**src/include/rx_config.svh**
```systemverilog
/* sizes for the receive chain. parallel samples times sample width must be 32,
   and the timestamp must fit the 32-bit readout word */
`ifndef RX_CONFIG_SVH
`define RX_CONFIG_SVH

// physical and logical channel count
`define RX_CHANNELS 2

// samples per adc word, per channel
`define RX_PARALLEL_SAMPLES 2
`define RX_SAMPLE_WIDTH 16

// entries per capture bank
`define RX_BANK_DEPTH 16

// word index width
`define RX_TSTAMP_WIDTH 32

// readout stream width
`define RX_READ_WIDTH 32

`endif

```
**src/rtl/rx_sample_pkg.sv**
```systemverilog
/* payload types of the receive chain, sized from rx_config.svh */
`include "rx_config.svh"

package rx_sample_pkg;

  // mux source index covers C physical plus C derivative sources
  localparam int SEL_WIDTH = $clog2(2 * `RX_CHANNELS);

  // one signed adc sample
  typedef logic signed [`RX_SAMPLE_WIDTH-1:0] sample_t;

  // parallel samples of one channel, sample 0 in the low bits
  typedef sample_t [`RX_PARALLEL_SAMPLES-1:0] word_t;

  // index of a word since start
  typedef logic [`RX_TSTAMP_WIDTH-1:0] tstamp_t;

  // 0..C-1 physical channel, C..2C-1 derivative of that channel
  typedef logic [SEL_WIDTH-1:0] src_sel_t;

  typedef logic [`RX_READ_WIDTH-1:0] read_t; // readout stream word

endpackage

```
**src/rtl/rx_ctrl_pkg.sv**
```systemverilog
/* control types: capture states, readout phases and the register map.
   channel thresholds occupy ADDR_THRESH0 up to ADDR_THRESH0 + C - 1 */
package rx_ctrl_pkg;

  typedef enum logic [1:0] {
    IDLE,     // waiting for start
    CAPTURE,  // storing kept words
    DRAIN     // streaming banks out
  } capture_state_t;

  typedef enum logic [1:0] {
    COUNT,    // number of kept entries
    TSTAMP,   // one index per entry
    DATA      // one word per entry
  } read_phase_t;

  typedef logic [3:0] reg_addr_t;

  ////////////////////////////////////////////////////////////////////
  // register map
  ////////////////////////////////////////////////////////////////////
  localparam reg_addr_t ADDR_THRESH0 = 4'h0; // plus channel number
  localparam reg_addr_t ADDR_MUX     = 4'h8; // packed selects, channel 0 low
  localparam reg_addr_t ADDR_CTRL    = 4'h9; // bit 0 start, bit 1 stop

endpackage

```
**src/rtl/rx_config_decode.sv**
```systemverilog
/* register write decode. writes to unmapped addresses are dropped;
   start and stop come out as single-cycle pulses one cycle after the write */
`include "rx_config.svh"

module rx_config_decode
  import rx_sample_pkg::*;
  import rx_ctrl_pkg::*;
(
  input  logic      clk,
  input  logic      arst_n,
  input  logic      cfg_valid,
  input  reg_addr_t cfg_addr,
  input  logic [31:0] cfg_data,
  input  logic      start_aux,
  output sample_t   thresh [`RX_CHANNELS],
  output src_sel_t  mux_sel [`RX_CHANNELS],
  output logic      start,
  output logic      stop
);

  localparam int C = `RX_CHANNELS;

  logic ctrl_wr;     // write to the control register
  logic start_aux_q; // for edge detect on the aux trigger

  assign ctrl_wr = cfg_valid && (cfg_addr == ADDR_CTRL);

  always_ff @(posedge clk or negedge arst_n) begin
    if (!arst_n) begin
      for (int i = 0; i < C; i++) begin
        thresh[i]  <= '0;
        mux_sel[i] <= src_sel_t'(i); // logical i passes physical i
      end
      start       <= 1'b0;
      stop        <= 1'b0;
      start_aux_q <= 1'b0;
    end else begin
      start_aux_q <= start_aux;
      start <= (ctrl_wr && cfg_data[0]) || (start_aux && !start_aux_q);
      stop  <= ctrl_wr && cfg_data[1];
      if (cfg_valid) begin
        for (int i = 0; i < C; i++) begin
          if (cfg_addr == ADDR_THRESH0 + reg_addr_t'(i)) begin
            thresh[i] <= cfg_data[`RX_SAMPLE_WIDTH-1:0];
          end
          if (cfg_addr == ADDR_MUX) begin
            mux_sel[i] <= cfg_data[i*SEL_WIDTH +: SEL_WIDTH];
          end
        end
      end
    end
  end

  // selects must name a real source in the mux
  for (genvar i = 0; i < C; i++) begin : g_sel_chk
    assert property (@(posedge clk) disable iff (!arst_n) int'(mux_sel[i]) < 2 * C);
  end

endmodule

```
**src/rtl/sample_differentiator.sv**
```systemverilog
/* first difference of one channel, one cycle of latency.
   the difference wraps at the sample width; history survives a new capture */
`include "rx_config.svh"

module sample_differentiator
  import rx_sample_pkg::*;
(
  input  logic  clk,
  input  logic  arst_n,
  input  logic  in_valid,
  input  word_t in_data,
  output logic  out_valid,
  output word_t out_data,
  output word_t raw_data
);

  localparam int P = `RX_PARALLEL_SAMPLES;

  sample_t prev_sample; // last sample of the previous valid word

  always_ff @(posedge clk or negedge arst_n) begin
    if (!arst_n) begin
      out_valid   <= 1'b0;
      prev_sample <= '0;
    end else begin
      out_valid <= in_valid;
      if (in_valid) prev_sample <= in_data[P-1];
    end
  end

  // payload path
  always_ff @(posedge clk) begin
    if (in_valid) begin
      raw_data    <= in_data; // keeps raw aligned with the derivative
      out_data[0] <= in_data[0] - prev_sample; // across the word boundary
      for (int i = 1; i < P; i++) begin
        out_data[i] <= in_data[i] - in_data[i-1];
      end
    end
  end

endmodule

```
**src/rtl/channel_mux.sv**
```systemverilog
/* registered source select per logical channel, one cycle of latency.
   all sources share one valid, so a single strobe comes out */
`include "rx_config.svh"

module channel_mux
  import rx_sample_pkg::*;
(
  input  logic     clk,
  input  logic     arst_n,
  input  logic     src_valid,
  input  word_t    src_data [2*`RX_CHANNELS],
  input  src_sel_t sel [`RX_CHANNELS],
  output logic     chan_valid,
  output word_t    chan_data [`RX_CHANNELS]
);

  localparam int C = `RX_CHANNELS;

  always_ff @(posedge clk or negedge arst_n) begin
    if (!arst_n) begin
      chan_valid <= 1'b0;
    end else begin
      chan_valid <= src_valid;
    end
  end

  // low half physical, high half derivative
  always_ff @(posedge clk) begin
    if (src_valid) begin
      for (int c = 0; c < C; c++) begin
        chan_data[c] <= src_data[sel[c]];
      end
    end
  end

endmodule

```
**src/rtl/sample_discriminator.sv**
```systemverilog
/* combinational keep flag per channel, signed compare, strictly above.
   no hysteresis: every word is judged on its own */
`include "rx_config.svh"

module sample_discriminator
  import rx_sample_pkg::*;
(
  input  logic    chan_valid,
  input  word_t   chan_data [`RX_CHANNELS],
  input  sample_t thresh [`RX_CHANNELS],
  output logic [`RX_CHANNELS-1:0] keep
);

  localparam int C = `RX_CHANNELS;
  localparam int P = `RX_PARALLEL_SAMPLES;

  always_comb begin
    keep = '0;
    for (int c = 0; c < C; c++) begin
      for (int s = 0; s < P; s++) begin
        // any sample over threshold marks the whole word
        if (chan_valid && ($signed(chan_data[c][s]) > thresh[c])) begin
          keep[c] = 1'b1;
        end
      end
    end
  end

endmodule

```
**src/rtl/capture_bank.sv**
```systemverilog
/* append-only storage with a saturating count; clear resets the count only.
   read data is registered, so rd_addr must be held a cycle before use */
`include "rx_config.svh"

module capture_bank #(
  parameter type payload_t = logic [31:0],
  parameter int  DEPTH     = `RX_BANK_DEPTH,
  localparam int AW        = $clog2(DEPTH),
  localparam int CW        = $clog2(DEPTH + 1)
) (
  input  logic          clk,
  input  logic          arst_n,
  input  logic          clear,
  input  logic          wr_en,
  input  payload_t      wr_data,
  input  logic [AW-1:0] rd_addr,
  output payload_t      rd_data,
  output logic [CW-1:0] count,
  output logic          full
);

  payload_t mem [DEPTH];
  logic     do_wr;

  assign full  = (count == CW'(DEPTH));
  assign do_wr = wr_en && !full && !clear;

  always_ff @(posedge clk or negedge arst_n) begin
    if (!arst_n) begin
      count <= '0;
    end else if (clear) begin
      count <= '0;
    end else if (do_wr) begin
      count <= count + 1'b1; // stops at DEPTH
    end
  end

  always_ff @(posedge clk) begin
    if (do_wr) mem[count[AW-1:0]] <= wr_data;
    rd_data <= mem[rd_addr];
  end

  // the owner gates writes with full
  assert property (@(posedge clk) disable iff (!arst_n) full |-> !wr_en);

endmodule

```
**src/rtl/capture_readout.sv**
```systemverilog
/* capture FSM, word index, per-channel banks and the readout stream.
   words in flight at stop are dropped; one readout word every two cycles at best */
`include "rx_config.svh"

module capture_readout
  import rx_sample_pkg::*;
  import rx_ctrl_pkg::*;
(
  input  logic  clk,
  input  logic  arst_n,
  input  logic  start,
  input  logic  stop,
  input  logic  chan_valid,
  input  word_t chan_data [`RX_CHANNELS],
  input  logic [`RX_CHANNELS-1:0] keep,
  input  logic  dma_ready,
  output logic  dma_valid,
  output read_t dma_data,
  output logic  dma_last,
  output logic  busy
);

  localparam int C   = `RX_CHANNELS;
  localparam int AW  = $clog2(`RX_BANK_DEPTH);
  localparam int CW  = $clog2(`RX_BANK_DEPTH + 1);
  localparam int CHW = (C > 1) ? $clog2(C) : 1;

  capture_state_t state;
  tstamp_t        word_idx;   // counts chan_valid in CAPTURE
  logic           bank_clear;
  logic [C-1:0]   bank_wr;
  word_t          d_rd [C];
  tstamp_t        t_rd [C];
  logic [CW-1:0]  d_cnt [C];
  logic [C-1:0]   d_full;
  logic [C-1:0]   t_full;

  logic [CHW-1:0] rd_ch;      // channel being read out
  read_phase_t    phase;
  logic [CW-1:0]  entry;      // entry within the phase
  logic           primed;     // bank read data matches entry
  logic           load;
  logic [CW-1:0]  cur_cnt;
  logic           ch_end;
  logic           last_word;
  read_t          next_word;

  assign busy       = (state != IDLE);
  assign bank_clear = (state == IDLE) && start;

  ////////////////////////////////////////////////////////////////////
  // capture
  ////////////////////////////////////////////////////////////////////
  always_ff @(posedge clk or negedge arst_n) begin
    if (!arst_n) begin
      state    <= IDLE;
      word_idx <= '0;
    end else begin
      case (state)
        IDLE: begin
          if (start) begin
            state    <= CAPTURE;
            word_idx <= '0;
          end
        end
        CAPTURE: begin
          if (chan_valid) word_idx <= word_idx + 1'b1; // advances even when full
          if (stop) state <= DRAIN;
        end
        DRAIN: begin
          if (dma_valid && dma_ready && dma_last) state <= IDLE;
        end
        default: state <= IDLE;
      endcase
    end
  end

  for (genvar i = 0; i < C; i++) begin : g_bank
    assign bank_wr[i] = (state == CAPTURE) && keep[i] && !d_full[i] && !t_full[i];

    capture_bank #(.payload_t(word_t)) i_data_bank (
      .clk,
      .arst_n,
      .clear   (bank_clear),
      .wr_en   (bank_wr[i]),
      .wr_data (chan_data[i]),
      .rd_addr (entry[AW-1:0]),
      .rd_data (d_rd[i]),
      .count   (d_cnt[i]),
      .full    (d_full[i])
    );

    // same fill as the data bank, so its count is not needed
    capture_bank #(.payload_t(tstamp_t)) i_tstamp_bank (
      .clk,
      .arst_n,
      .clear   (bank_clear),
      .wr_en   (bank_wr[i]),
      .wr_data (word_idx),   // index the word arrived with
      .rd_addr (entry[AW-1:0]),
      .rd_data (t_rd[i]),
      .count   (),
      .full    (t_full[i])
    );
  end

  ////////////////////////////////////////////////////////////////////
  // readout sequencing
  ////////////////////////////////////////////////////////////////////
  assign cur_cnt   = d_cnt[rd_ch];
  assign ch_end    = ((phase == COUNT) && (cur_cnt == '0))
                  || ((phase == DATA) && (entry + 1'b1 == cur_cnt));
  assign last_word = ch_end && (rd_ch == CHW'(C - 1));
  // output slot free or being emptied, and never past the final word
  assign load = (state == DRAIN) && primed && (!dma_valid || (dma_ready && !dma_last));

  always_comb begin
    case (phase)
      COUNT:   next_word = read_t'(cur_cnt);
      TSTAMP:  next_word = read_t'(t_rd[rd_ch]);
      DATA:    next_word = read_t'(d_rd[rd_ch]);
      default: next_word = '0;
    endcase
  end

  always_ff @(posedge clk or negedge arst_n) begin
    if (!arst_n) begin
      rd_ch     <= '0;
      phase     <= COUNT;
      entry     <= '0;
      primed    <= 1'b0;
      dma_valid <= 1'b0;
      dma_last  <= 1'b0;
    end else if (state != DRAIN) begin
      rd_ch     <= '0; // ready for the next drain
      phase     <= COUNT;
      entry     <= '0;
      primed    <= 1'b0;
      dma_valid <= 1'b0;
      dma_last  <= 1'b0;
    end else begin
      primed <= !load; // one cycle for the bank read after entry moves
      if (load) begin
        dma_valid <= 1'b1;
        dma_last  <= last_word;
        if (ch_end) begin
          rd_ch <= rd_ch + 1'b1;
          phase <= COUNT;
          entry <= '0;
        end else if (phase == COUNT) begin
          phase <= TSTAMP; // entry already 0
        end else if ((phase == TSTAMP) && (entry + 1'b1 == cur_cnt)) begin
          phase <= DATA;
          entry <= '0;
        end else begin
          entry <= entry + 1'b1;
        end
      end else if (dma_ready) begin
        dma_valid <= 1'b0;
        dma_last  <= 1'b0;
      end
    end
  end

  always_ff @(posedge clk) begin
    if (load) dma_data <= next_word;
  end

  // a stalled word holds until taken
  assert property (@(posedge clk) disable iff (!arst_n)
    dma_valid && !dma_ready |=> dma_valid && $stable(dma_data) && $stable(dma_last));

endmodule

```
**src/rtl/receive_top.sv**
```systemverilog
/* receive slice: decode, differentiate, mux, discriminate, capture, drain.
   single clock domain; the adc valid is shared by all channels */
`include "rx_config.svh"

module receive_top
  import rx_sample_pkg::*;
  import rx_ctrl_pkg::*;
(
  input  logic        clk,
  input  logic        arst_n,
  input  logic        adc_valid,
  input  word_t       adc_data [`RX_CHANNELS],
  input  logic        start_aux,  // trigger from the transmit side
  input  logic        cfg_valid,
  input  reg_addr_t   cfg_addr,
  input  logic [31:0] cfg_data,
  input  logic        dma_ready,
  output logic        dma_valid,
  output read_t       dma_data,
  output logic        dma_last,
  output logic        busy
);

  localparam int C = `RX_CHANNELS;

  sample_t      thresh [C];
  src_sel_t     mux_sel [C];
  logic         start, stop;
  logic [C-1:0] diff_valid;
  word_t        mux_src [2*C];   // physical low, derivative high
  logic         chan_valid;
  word_t        chan_data [C];
  logic [C-1:0] keep;

  ////////////////////////////////////////////////////////////////////
  // decode
  ////////////////////////////////////////////////////////////////////
  rx_config_decode i_decode (
    .clk, .arst_n, .cfg_valid, .cfg_addr, .cfg_data, .start_aux,
    .thresh, .mux_sel, .start, .stop
  );

  ////////////////////////////////////////////////////////////////////
  // execute
  ////////////////////////////////////////////////////////////////////
  for (genvar i = 0; i < C; i++) begin : g_diff
    sample_differentiator i_diff (
      .clk, .arst_n,
      .in_valid  (adc_valid),
      .in_data   (adc_data[i]),
      .out_valid (diff_valid[i]),
      .out_data  (mux_src[C + i]),
      .raw_data  (mux_src[i])    // raw delayed to match
    );
  end

  channel_mux i_mux (
    .clk, .arst_n,
    .src_valid (&diff_valid),    // identical strobes
    .src_data  (mux_src),
    .sel       (mux_sel),
    .chan_valid, .chan_data
  );

  sample_discriminator i_disc (.chan_valid, .chan_data, .thresh, .keep);

  // result
  capture_readout i_readout (
    .clk, .arst_n, .start, .stop, .chan_valid, .chan_data, .keep,
    .dma_ready, .dma_valid, .dma_data, .dma_last, .busy
  );

endmodule

```
**config.mk**
```make
export PLATFORM = sky130hd
export DESIGN_NAME = receive_top
export DESIGN_NICKNAME = d
export VERILOG_FILES = /design/src/rtl/rx_sample_pkg.sv /design/src/rtl/rx_ctrl_pkg.sv /design/src/rtl/rx_config_decode.sv /design/src/rtl/sample_differentiator.sv /design/src/rtl/channel_mux.sv /design/src/rtl/sample_discriminator.sv /design/src/rtl/capture_bank.sv /design/src/rtl/capture_readout.sv /design/src/rtl/receive_top.sv
export VERILOG_INCLUDE_DIRS = /design/src /design/src/include
export SDC_FILE = /design/constraint.sdc
export NUM_CORES = 2
export LEC_CHECK = 0
export BUFFER_PORTS_ARGS = -buffer_cell sky130_fd_sc_hd__buf_4
export CORE_ASPECT_RATIO = 1.25
export CORE_MARGIN = 4
export CORE_UTILIZATION = 42
export DETAILED_ROUTE_END_ITERATION = 16
export PLACE_DENSITY_LB_ADDON = 0.2
export SLEW_MARGIN = 20
export SYNTH_ARGS = -nofsm -noshare
export SYNTH_HDL_FRONTEND = slang
export SYNTH_SLANG_ARGS = --single-unit
```
**constraint.sdc**
```tcl
create_clock -name clk -period 14.3 [get_ports clk]
set_clock_uncertainty 0.05 [all_clocks]
set_input_delay 2.86 -clock clk [delete_from_list [all_inputs] [get_ports clk]]
set_output_delay 2.86 -clock clk [all_outputs]
set_load 0.01 [all_outputs]
```
==> flow_metrics.tcl <==
set metrics [dict create \
    status "completed" \
    hp-class "flip-flop to flip-flop" \
    synth_top_family_by_area "multiplexers" \
    placed_area_um2 104400 \
    yosysUniqueCellTypes 70 \
    ant_nets 0 \
    fin_nets 5238 \
    hold-path-endpoint "i_decode.start" \
    insertion_delay_ps 920 \
    dr.pass1.iters 5 \
    num_rows 199 \
    cp.required_ps 14770 \
    path_max_fanout 24 \
    fin_crit_sh 0.3652 \
    grt_pass1_vias 49197 \
    grt_pass1_wl_um 354900 \
    fmax_ghz 0.1915 \
    rsz0062_at_grt "no" \
    post_cts_buffers 0 \
    use_met2 0.3491 \
    p_seq_frac 0.526 \
    seq_area_um2 74280 \
    setup_viol 0 \
    ff2ff_setup_slack_ps 9080 \
    h-tree-depth 5 \
    period_minus_slack_ps 5222 \
    start_kind "flip-flop" \
    gp_congestion 0.8135 \
    drv_cap 0 \
    cts_made_buffers 280 \
    async_flop_share 0.05437 \
    clock-sinks 2538 \
    syn_area_um2 99240 \
    finalHoldViolCount 0 \
    ys_ff_latch 2538 \
    synth-xor-area-share 0.006935 \
    ctsHoldBuffers 0 \
    timing.final.max_slew_violations 0 \
    drtIter0Drc 4466 \
    clockPowerShare 0.371 \
    die_area_um2 244200 \
    wirelength_um 245900 \
    synthCells 4685 \
    max-vdd-ir-drop_mv 0.1337 \
    grt_use_total 0.2021 \
    grt-busiest-layer "met2" \
    start_util 0.4222 \
    cts_resized 0 \
    wl_per_cell_um 29.58 \
    vias 47347 \
    multi_input_area_um2 23850 \
    clock_path_buffers 4 \
    p_int_w 0.01375 \
    syn2layout_area_growth_pct 13.80 \
    synth_compound_area_frac 0.01982 \
    clk_pin_slew_ps 60 \
    core_area_um2 235000 \
    layout.cells.non_filler 8313 \
    timing.rr.end "i_readout.g_bank[0].i_data_bank.mem[12][3]" \
    clockRootBuffer "clkbuf_16" \
    synth-seq-area-share 0.7481 \
    synth_nets 4937 \
    tightestPinTransition_ps 1098 \
    die_h_um 551.5 \
    r2r-start "i_mux.chan_data[62]" \
    power.density_nw_per_um2 161.6 \
    p_leak_nw 36.67 \
    reg2reg_depth 9 \
    fillers 19363 \
    hp-start "i_decode.start_aux_q" \
    switchingPower_w 0.004492 \
    crit_arrival_ps 5700 \
    dp_hpwl_um 138600 \
    grt_overflow 0 \
    syn_avg_cell_area_um2 21.18 \
    dp.cells 7819 \
    antenna_found_initial 15 \
    use_met3 0.03377 \
    slew_headroom 0.2678 \
    drc 0 \
    synth_fa_ha_area_frac 0.01871 \
    combPwrFrac 0.102 \
    whs_path_depth 1 \
    swShare 0.2462 \
    gr-usage-met1 0.2691 \
    port_buffers 124 \
    synthSimpleGateAreaFrac 0.02266 \
    synth.area.mux_share 0.1692 \
    io_pins 141 \
    synth-edff-count 2272 \
    critical_path_class "flip-flop to flip-flop" \
    fp.dieW_um 442.8 \
    final_area_um2 112900 \
    cts_tree "yes" \
    synth_flop_cell "edfxtp_1" \
    via_per_inst 5.696 \
    end_kind "flip-flop" \
    grt_max_degree 135 \
    drive_gt1_frac 0.2720 \
    tns_ps 0 \
    yosys_warnings 0 \
]
[worst max-delay path by stage]
stage                        start                                           end  slack (ps)  cells after the start
2_1_floorplan  i_mux.chan_data[15]  i_readout.g_bank[1].i_tstamp_bank.mem[11][0]        8560                      8
3_3_place_gp          adc_data[32]                 g_diff[0].i_diff.out_data[12]        8690                     11
3_5_place_dp          adc_data[32]                 g_diff[0].i_diff.out_data[12]        8690                     11
4_1_cts        i_mux.chan_data[62]    i_readout.g_bank[0].i_data_bank.mem[12][3]        8910                      9
5_1_grt        i_mux.chan_data[49]    i_readout.g_bank[0].i_data_bank.mem[12][2]        8700                     10
6_report       i_mux.chan_data[62]    i_readout.g_bank[0].i_data_bank.mem[12][3]        9080                      9
[power groups by stage]
stage | sequential, W | combinational (W) | clock (W)
3_5_place_dp | 0.00977 | 0.00189 | 0
2_1_floorplan | 0.00952 | 0.00111 | 0
6_report | 0.00960 | 0.00187 | 0.00678
4_1_cts | 0.00962 | 0.00190 | 0.00692
5_1_grt | 0.00968 | 0.00201 | 0.00726
3_3_place_gp | 0.00971 | 0.00187 | 0
[worst max-delay path, cell delays in order (launching register included)]
cell       delay (ps)
edfxtp_1          680
ha_1              440
nand4_1           250
a2111oi_0         770
nor4_1            140
o32ai_2           310
buf_4             310
nand2_1           270
nor3_2            890
buf_4             600
[synthesized netlist by cell type (19+ instances only)]
library cell / count / area, um2
mux4_2: 708 / 15950
ha_1: 142 / 1777
dfrtp_1: 137 / 3428
buf_1: 29 / 108.9
clkbuf_1: 120 / 450.4
nand2_1: 135 / 506.7
edfxtp_1: 2272 / 68230
xor2_1: 40 / 350.3
mux2i_1: 71 / 710.7
a21o_1: 23 / 172.7
buf_2: 57 / 285.3
xnor2_1: 36 / 315.3
inv_1: 149 / 559.3
dfxtp_1: 128 / 2562
a21oi_1: 82 / 410.4
nor2_1: 90 / 337.8
and2_1: 23 / 143.9
o22ai_1: 28 / 175.2
nand4_1: 24 / 150.1
o21ai_0: 121 / 605.6
and3_1: 21 / 131.4
nand3_1: 31 / 155.2
nor2b_1: 19 / 118.9
nor3_1: 24 / 120.1
[cell type report]
type | instances | share of cell area
multi-input combinational | 1787 | 0.2112
antenna | 11 | 0.0002438
sequential | 2538 | 0.6578
tap | 3115 | 0.03451
inverter | 149 | 0.004953
clock inverter | 87 | 0.006759
timing repair buffer | 230 | 0.01598
clock buffer | 396 | 0.06863
[sequential cells by signal (all words and copies together) (netlist names), 64 cells and up]
register,cells
g_diff.i_diff.out_data,64
i_readout.g_bank.i_data_bank.mem,1024
g_diff.i_diff.raw_data,64
i_readout.g_bank.i_data_bank.rd_data,64
i_readout.g_bank.i_tstamp_bank.rd_data,64
i_readout.g_bank.i_tstamp_bank.mem,1024
i_mux.chan_data,64
[cells by family (layout without fill, tap and decap cells)]
family | Yosys count | in the layout
DFF | 2538 | 2538
muxes | 791 | 791
and+or+nand+nor | 443 | 443
buffers and inverters | 360 | 862
AOI/OAI and AO/OA | 330 | 330
adders and majority gates | 146 | 146
xor gates and xnor gates | 77 | 77
other | 0 | 11
[per-stage QoR]
step | total power (W) | utilization | hold WS (ps) | setup slack, ps
CTS | 0.01844 | 0.4802 | 392.5 | 8913
global placement | 0.01158 | 0.4440 | 364.8 | 8689
finish | 0.01824 | 0.4805 | 382.6 | 9078
detailed placement | 0.01166 | 0.4440 | 379.2 | 8690
floorplan | 0.01063 | - | 349.6 | 8561
global route | 0.01895 | 0.4804 | 406.4 | 8698
[routing by layer]
layer / up-vias / share of wire
met5: - / 0.00011
met4: 4 / 0.022
met3: 356 / 0.055
met2: 1393 / 0.51
met1: 25682 / 0.41
li1: 19912 / -
[placed cells by master, fill, tap and decap left out, types with 13 or more instances in the layout]
cell	count
edfxtp_1	2272
mux4_2	708
clkbuf_16	286
buf_4	221
inv_1	147
ha_1	142
nand2_1	135
dfxtp_1	128
o21ai_0	121
dfrtp_1	120
clkbuf_1	92
a21oi_1	82
nor2_1	76
mux2i_1	71
xor2_1	40
xnor2_1	36
nand3_1	31
clkinv_1	31
o22ai_1	28
clkinv_2	28
nand4_1	24
a21o_1	23
nor2b_1	18
clkbuf_8	18
nand2b_1	17
and2_2	16
nor2_4	15
nor3_2	14
or3_1	14
o21a_1	13
Note: power is estimated with default switching activity, not from simulation.
